==> src/hdl/fetch_pkg.sv <==
`default_nettype none

package fetch_pkg;

	////////////////////
	// Address map and cache geometry

	localparam logic [31:0] reset_vector = 32'h3000_0000;

	localparam int line_words = 8;
	localparam int line_count = 16;

	localparam int offset_bits = 3;  // Word within a line
	localparam int index_bits  = 4;
	localparam int tag_bits    = 23;

	localparam int offset_lsb = 2;
	localparam int index_lsb  = offset_lsb + offset_bits;
	localparam int tag_lsb    = index_lsb + index_bits;

	localparam int perf_bits = 16;

	localparam logic [1:0] resp_okay = 2'b00;

	////////////////////
	// Encodings

	typedef enum logic [1:0] {
		burst_fixed = 2'b00,
		burst_incr  = 2'b01,
		burst_wrap  = 2'b10
	} burst_e;

	typedef enum logic [1:0] {
		state_lookup,
		state_request,
		state_receive,
		state_deliver   // Last refill word lands in the cache
	} fetch_state_e;

	////////////////////
	// Channel payloads

	typedef struct packed {
		logic [31:0] addr;
		logic [3:0]  len;
		burst_e      burst;
	} axi_ar_t;

	typedef struct packed {
		logic [31:0] data;
		logic [1:0]  resp;
		logic        last;
	} axi_r_t;

	typedef struct packed {
		logic [31:0] pc;
		logic [31:0] inst;
	} fetch_out_t;

	// One beat into the cache data array
	typedef struct packed {
		logic        en;
		logic [31:0] addr;
		logic [31:0] data;
		logic        last;
	} refill_wr_t;

	typedef struct packed {
		logic [perf_bits-1:0] hits;
		logic [perf_bits-1:0] misses;
		logic [perf_bits-1:0] redirects;
	} fetch_perf_t;

endpackage

`default_nettype wire

==> src/hdl/icache.sv <==
`default_nettype none

module icache import fetch_pkg::*; (
	input  logic        clock,
	input  logic        reset,
	input  logic [31:0] lookup_addr,
	output logic        hit,
	output logic [31:0] hit_data,
	input  refill_wr_t  refill
);

	logic [tag_bits-1:0]    tag_array [line_count];
	logic [31:0]            data_array [line_count][line_words];
	logic [line_count-1:0]  valid_bits;

	logic [offset_bits-1:0] lookup_offset;
	logic [index_bits-1:0]  lookup_index;
	logic [tag_bits-1:0]    lookup_tag;

	logic [offset_bits-1:0] refill_offset;
	logic [index_bits-1:0]  refill_index;
	logic [tag_bits-1:0]    refill_tag;

	logic                   burst_open;
	logic [index_bits-1:0]  burst_index;

	////////////////////
	// Lookup

	assign lookup_offset = lookup_addr[offset_lsb +: offset_bits];
	assign lookup_index  = lookup_addr[index_lsb +: index_bits];
	assign lookup_tag    = lookup_addr[tag_lsb +: tag_bits];

	assign hit      = valid_bits[lookup_index] && tag_array[lookup_index] == lookup_tag;
	assign hit_data = data_array[lookup_index][lookup_offset];

	////////////////////
	// Refill

	assign refill_offset = refill.addr[offset_lsb +: offset_bits];
	assign refill_index  = refill.addr[index_lsb +: index_bits];
	assign refill_tag    = refill.addr[tag_lsb +: tag_bits];

	// Line is invalid while it is half overwritten
	always_ff @(posedge clock) begin
		if (reset) begin
			valid_bits <= '0;
		end else if (refill.en) begin
			valid_bits[refill_index] <= refill.last;
		end
	end

	always_ff @(posedge clock) begin
		if (refill.en) begin
			data_array[refill_index][refill_offset] <= refill.data;
			if (refill.last)
				tag_array[refill_index] <= refill_tag;  // Tag goes in with the final word
		end
	end

	////////////////////
	// Burst tracking

	always_ff @(posedge clock) begin
		if (reset) begin
			burst_open <= 1'b0;
		end else if (refill.en) begin
			burst_open <= !refill.last;
		end
	end

	always_ff @(posedge clock) begin
		if (refill.en)
			burst_index <= refill_index;
	end

	// All beats of one refill go to the same line
	same_index_a: assert property (@(posedge clock) disable iff (reset)
		refill.en && burst_open |-> refill_index == burst_index);

endmodule

`default_nettype wire

==> src/hdl/fetch_unit.sv <==
`default_nettype none

module fetch_unit import fetch_pkg::*; (
	input  logic         clock,
	input  logic         reset,

	output logic         ar_valid,
	output axi_ar_t      ar,
	input  logic         ar_ready,
	input  logic         r_valid,
	input  axi_r_t       r,

	output logic [31:0]  lookup_addr,
	input  logic         hit,
	input  logic [31:0]  hit_data,
	output refill_wr_t   refill,

	input  logic         redirect,
	input  logic [31:0]  redirect_pc,

	output logic         out_valid,
	output fetch_out_t   out,
	input  logic         out_ready,

	output logic         hit_event,
	output logic         miss_event
);

	fetch_state_e state;
	logic [31:0]  pc;
	logic [31:0]  beat_addr;
	logic         redirect_pending;

	logic         refill_en;
	logic [31:0]  refill_addr;
	logic [31:0]  refill_data;
	logic         refill_last;

	logic         r_ready;
	logic         out_free;
	logic         lookup_go;
	logic         beat;
	logic         beat_match;

	assign r_ready     = 1'b1;
	assign lookup_addr = pc;

	assign out_free   = !out_valid || out_ready;  // Output register empty or draining
	assign lookup_go  = state == state_lookup && !redirect && out_free;
	assign hit_event  = lookup_go && hit;
	assign miss_event = lookup_go && !hit;

	assign beat       = state == state_receive && r_valid && r_ready;
	assign beat_match = beat_addr[offset_lsb +: offset_bits] == out.pc[offset_lsb +: offset_bits];

	// out.pc holds the missing pc for the whole burst
	assign ar = '{
		addr:  {out.pc[31:index_lsb], {index_lsb{1'b0}}},
		len:   4'(line_words - 1),
		burst: burst_incr
	};

	assign refill = '{en: refill_en, addr: refill_addr, data: refill_data, last: refill_last};

	////////////////////
	// Control

	always_ff @(posedge clock) begin
		if (reset) begin
			state            <= state_lookup;
			pc               <= reset_vector;
			ar_valid         <= 1'b0;
			out_valid        <= 1'b0;
			redirect_pending <= 1'b0;
			refill_en        <= 1'b0;
		end else begin
			refill_en <= beat;

			if (out_valid && out_ready)
				out_valid <= 1'b0;

			case (state)
				state_lookup: begin
					if (redirect) begin
						out_valid <= 1'b0;  // Drop whatever is waiting
						pc        <= redirect_pc;
					end else if (out_free) begin
						if (hit) begin
							out_valid <= 1'b1;
							pc        <= pc + 32'd4;
						end else begin
							ar_valid <= 1'b1;
							state    <= state_request;
						end
					end
				end

				state_request, state_receive: begin
					// Burst runs to the end, its item is dropped
					if (redirect) begin
						pc               <= redirect_pc;
						redirect_pending <= 1'b1;
					end
					if (ar_valid && ar_ready) begin
						ar_valid <= 1'b0;
						state    <= state_receive;
					end
					if (beat && r.last) begin
						state            <= state_deliver;
						redirect_pending <= 1'b0;
						if (!redirect && !redirect_pending) begin
							out_valid <= 1'b1;
							pc        <= pc + 32'd4;
						end
					end
				end

				state_deliver: begin
					if (redirect) begin
						out_valid <= 1'b0;
						pc        <= redirect_pc;
					end
					state <= state_lookup;
				end

				default: state <= state_lookup;
			endcase
		end
	end

	////////////////////
	// Payload

	always_ff @(posedge clock) begin
		if (lookup_go) begin
			out.pc    <= pc;
			beat_addr <= {pc[31:index_lsb], {index_lsb{1'b0}}};
			if (hit)
				out.inst <= hit_data;
		end
		if (beat) begin
			beat_addr   <= beat_addr + 32'd4;
			refill_addr <= beat_addr;
			refill_data <= r.data;
			refill_last <= r.last;
			if (beat_match)
				out.inst <= r.data;  // Missing word taken in flight
		end
	end

	////////////////////
	// Checks

	ar_hold_a: assert property (@(posedge clock) disable iff (reset)
		ar_valid && !ar_ready |=> ar_valid && $stable(ar));

	out_hold_a: assert property (@(posedge clock) disable iff (reset)
		out_valid && !out_ready && !redirect |=> out_valid && $stable(out));

	// Line-aligned burst, so the beat offset counts beats
	last_beat_a: assert property (@(posedge clock) disable iff (reset)
		beat |-> r.last == (beat_addr[offset_lsb +: offset_bits] == offset_bits'(line_words - 1)));

	resp_okay_a: assert property (@(posedge clock) disable iff (reset)
		beat |-> r.resp == resp_okay);

endmodule

`default_nettype wire

==> src/hdl/fetch_perf.sv <==
`default_nettype none

module fetch_perf import fetch_pkg::*; (
	input  logic        clock,
	input  logic        reset,
	input  logic        hit_event,
	input  logic        miss_event,
	input  logic        redirect,
	output fetch_perf_t perf
);

	// Sticks at all ones
	function automatic logic [perf_bits-1:0] bump(
		input logic [perf_bits-1:0] count,
		input logic                 fire
	);
		if (fire && count != '1)
			return count + 1'b1;
		return count;
	endfunction

	always_ff @(posedge clock) begin
		if (reset) begin
			perf <= '0;
		end else begin
			perf.hits      <= bump(perf.hits, hit_event);
			perf.misses    <= bump(perf.misses, miss_event);
			perf.redirects <= bump(perf.redirects, redirect);
		end
	end

endmodule

`default_nettype wire

==> src/hdl/fetch_top.sv <==
`default_nettype none

module fetch_top import fetch_pkg::*; (
	input  logic        clock,
	input  logic        reset,

	output logic        ar_valid,
	output axi_ar_t     ar,
	input  logic        ar_ready,
	input  logic        r_valid,
	input  axi_r_t      r,

	input  logic        redirect,
	input  logic [31:0] redirect_pc,

	output logic        out_valid,
	output fetch_out_t  out,
	input  logic        out_ready,

	output fetch_perf_t perf
);

	logic [31:0] lookup_addr;
	logic        hit;
	logic [31:0] hit_data;
	refill_wr_t  refill;
	logic        hit_event;
	logic        miss_event;

	fetch_unit fetch_unit_i (
		.clock       (clock),
		.reset       (reset),
		.ar_valid    (ar_valid),
		.ar          (ar),
		.ar_ready    (ar_ready),
		.r_valid     (r_valid),
		.r           (r),
		.lookup_addr (lookup_addr),
		.hit         (hit),
		.hit_data    (hit_data),
		.refill      (refill),
		.redirect    (redirect),
		.redirect_pc (redirect_pc),
		.out_valid   (out_valid),
		.out         (out),
		.out_ready   (out_ready),
		.hit_event   (hit_event),
		.miss_event  (miss_event)
	);

	icache icache_i (
		.clock       (clock),
		.reset       (reset),
		.lookup_addr (lookup_addr),
		.hit         (hit),
		.hit_data    (hit_data),
		.refill      (refill)
	);

	fetch_perf fetch_perf_i (
		.clock      (clock),
		.reset      (reset),
		.hit_event  (hit_event),
		.miss_event (miss_event),
		.redirect   (redirect),
		.perf       (perf)
	);

endmodule

`default_nettype wire

==> config.mk <==
export PLATFORM = sky130hd
export DESIGN_NAME = fetch_top
export DESIGN_NICKNAME = d
export VERILOG_FILES = /design/src/hdl/fetch_pkg.sv /design/src/hdl/icache.sv /design/src/hdl/fetch_unit.sv /design/src/hdl/fetch_perf.sv /design/src/hdl/fetch_top.sv
export SDC_FILE = /design/constraint.sdc
export NUM_CORES = 2
export LEC_CHECK = 0
export BUFFER_PORTS_ARGS = -buffer_cell sky130_fd_sc_hd__buf_2
export CELL_PAD_IN_SITES_DETAIL_PLACEMENT = 0
export CELL_PAD_IN_SITES_GLOBAL_PLACEMENT = 2
export CORE_MARGIN = 4
export CORE_UTILIZATION = 45
export CTS_CLUSTER_SIZE = 25
export DETAILED_ROUTE_END_ITERATION = 10
export GPL_ROUTABILITY_DRIVEN = 0
export PLACE_DENSITY = 0.82
export SLEW_MARGIN = 0
export SYNTH_ARGS = -nofsm -noshare
export SYNTH_HDL_FRONTEND = slang
export SYNTH_MEMORY_MAX_BITS = 65536
export SYNTH_SLANG_ARGS = --single-unit
==> constraint.sdc <==
create_clock -name clock -period 5.1 [get_ports clock]
set_input_delay 0.765 -clock clock [delete_from_list [all_inputs] [get_ports clock]]
set_output_delay 0.765 -clock clock [all_outputs]
set_load 0.03 [all_outputs]
==> metrics.cfg <==
[synthesis]
ys_async_sr_fraction_pct = 0
syn_area_um2 = 183000
syn_inst = 8871
yosys.area.top_type = edfxtp_1
yosysSeqAreaShare_pct = 76.9
ys_ff_latch = 4727
synth_top_cells_by_area = edfxtp_1 (75%), mux4_2 (12%), mux2i_1 (2.1%), dfxtp_1 (1.5%), a22oi_1 (1.1%)
synth_top_area_share_pct = 75.4
synth_cell_types = 84
synth-edff-count = 4589
yosys_warnings = 0
syn_avg_cell_area_um2 = 20.6
ys.flop_type = edfxtp_1

[drt]
vias_per_cell = 6.15
drt-total-wl_um = 497000
maxUsedRoutingLayer = met5
drt_first_iter_violations = 12528
met3_length_um = 45300
wl_met1_um = 186000
drc = 0
num_vias = 94189
drt-wirelength-per-cell_um = 32.4
dr.pass1.iters = 7
antenna_left = 0
met2_length_um = 239000

[place]
port_buffers = 211
dp_hpwl_um = 291000

[critical_path]
r2r_slack_ns = 0.28
start_kind = flip-flop
path_buf_inv = 2
worstRegToRegCells = 11
cp.depth = 11
cp.arrival_ns = 5.61
cpPeakStageDelay_ns = 0.78
crit_fanout = 34
required_ns = 5.88
worst_path_most_repeated_cell = buf_4
r2r-end = fetch_unit_i.lookup_addr[21]$_SDFFE_PP0P_
crit_path_top_delay_cell = dfxtp_4
crit_family = simple AND/OR/NAND/NOR gates
cp-end-kind = flip-flop
crit_chain = buf_4, mux4_2, a22o_1, a221oi_1, buf_4, xnor2_1, nand4_1, or4_1, nor4_4, nor2_2, a2111oi_0
critical_path_class = reg -> reg

[clock_tree]
h-tree-depth = 5
clock_latency_ns = 1.01
cts_buffers = 452
clkTransAtPathRegs_ns = 0.06
cts-resized-gates = 0
cts_max_path_buffers = 4
clockRootBuffer = clkbuf_16
cts_tree = built
cts_sinks = 4727

[grt]
grt_pass1_wl_um = 703000
antenna_found_initial = 18
grt_max_degree = 138
grt_pass1_vias = 94137
grt_util_all_layers_pct = 23.5
gr-total-overflow = 0

[timing]
worst_pin_slew_ns = 1.35
period_share_pct = 94.5
clock_skew_ns = 0.104
holdWs_ns = 0.0700
hold_violations = 0
max-slew-margin-rel_pct = 10.1
setup_viol = 0
setup_tns_ns = 0
max_freq_ghz = 0.207
drv_slew = 0
rsz0062_at_grt = no
post-route-min-period_ns = 4.82

[cells_and_area]
synthToLayoutAreaGrowth_pct = 14.3
num-nets-final = 9602
layout_common_cells = edfxtp_1 (4589), mux4_2 (1001), buf_4 (463)
final_common_cell = edfxtp_1
n_fill_cell = 31065
drive_gt1_share_pct = 26.4

[min_path]
worstHoldStart = r[27]
hold_depth = 1
holdCritPathClass = in -> reg
holdPathEnd = fetch_unit_i.refill_data[24]$_DFFE_PP_

[floorplan]
io_pins = 225
rows = 233
die_w_um = 645
die_area_um2 = 416000
dieHeight_um = 645
initial_utilization_pct = 45.3
core_area_um2 = 403000

[outcome]
status = finished clean

[power]
pwr_density_cell_nw_per_um2 = 462
total_power_uw = 96600
p_leak_uw = 0.0651
ir_worst_vdd_mv = 0.445

[job]
maxCapViolCount = 0

[worst max-delay path by stage]
stage,from,endpoint,slack (ns)
6_report,flip-flop,fetch_unit_i.lookup_addr[21]$_SDFFE_PP0P_,0.28
5_1_grt,flip-flop,fetch_unit_i.lookup_addr[21]$_SDFFE_PP0P_,0.10
4_1_cts,flip-flop,fetch_unit_i.lookup_addr[21]$_SDFFE_PP0P_,0.26
3_5_place_dp,flip-flop,fetch_unit_i.lookup_addr[21]$_SDFFE_PP0P_,0.29
3_3_place_gp,flip-flop,fetch_unit_i.out[18]$_DFF_P_,0.40
2_1_floorplan,r_valid,fetch_unit_i.lookup_addr[0]$_SDFFE_PP0P_,0.80
[cell usage after synthesis, drive strengths merged (13+ instances only)]
master	count
o32ai	13
xor2	29
buf	254
o2111ai	34
nor4	16
nand3	157
xnor2	37
a211oi	45
o221ai	32
mux2i	392
a21oi	138
dfxtp	138
a211o	32
nor3	27
edfxtp	4589
mux2	26
o21ai	91
nor2	266
o31a	34
and3	19
mux4	1001
a31oi	36
o211ai	40
nor2b	36
clkbuf	316
a22o	43
inv	59
nand4	82
a22oi	279
o22ai	35
or4	18
a21boi	33
a221oi	46
and2	15
nand2	336
[metal layers]
layer / track usage (%) / vias up
met5: 0 / -
met4: 11.0 / 2
met3: 4.26 / 883
met2: 37.6 / 4934
met1: 31.4 / 49954
li1: - / 38416
[report_power, final]
group / switching [uW] / leakage [uW] / internal [uW]
Combinational: 11200 / 0.0155 / 7740
Clock: 14500 / 0.00717 / 18800
Sequential: 772 / 0.0424 / 43600
[cell type report]
cell class | count | area (um^2) | area share (%)
flip-flops and latches | 4727 | 141000 | 67.3
multi-input cells | 3521 | 40700 | 19.5
clock buffers | 545 | 11900 | 5.68
well taps | 5405 | 6760 | 3.24
repair buffers | 757 | 5940 | 2.84
clock inverters | 297 | 2810 | 1.34
inverters | 62 | 243 | 0.116
diodes | 8 | 20.0 | 0.00958
[flip-flops by register name (all words and copies together), names as in the netlist, named ones only]
signal / count
fetch_unit_i.state: 2
fetch_unit_i.out_valid: 1
fetch_unit_i.lookup_addr: 32
fetch_unit_i.redirect_pending: 1
fetch_unit_i.ar_valid: 1
icache_i.valid_bits: 16
fetch_unit_i.refill_en: 1
fetch_unit_i.ar: 27
fetch_unit_i.refill_data: 32
icache_i.data_array: 4096
fetch_unit_i.refill_addr: 30
fetch_unit_i.out: 37
fetch_perf_i.perf: 48
fetch_unit_i.refill_last: 1
fetch_unit_i.beat_addr: 30
icache_i.tag_array: 368
[through the flow]
step                      cells  utilization [%]  setup WS, ns  cell area, um^2
after floorplan            8880                -         0.796           183000
after global placement    14445             48.1         0.404           194000
after detailed placement  14445             48.1         0.293           194000
after CTS                 15314             51.8         0.261           209000
after global routing      15316             51.8         0.100           209000
final                     15322             51.8         0.278           209000
[cell families after synthesis]
group                      Yosys count  synth area share, %
xor gates and xnor gates            66                0.316
other                                2              0.00411
muxes                             1419                 14.6
buffers and inverters              632                 1.50
AOI/OAI and AO/OA                  999                 3.95
DFF                               4727                 76.9
and+or+nand+nor                   1018                 2.60
adders and majority gates            8               0.0548
[what timing repair did]
item | 4_1_cts | 5_1_grt
hold endpoints to repair | 27 | 0
buffers inserted | 0 | 0
hold buffers | 27 | 0
Note: power is estimated with default switching activity, not from simulation.
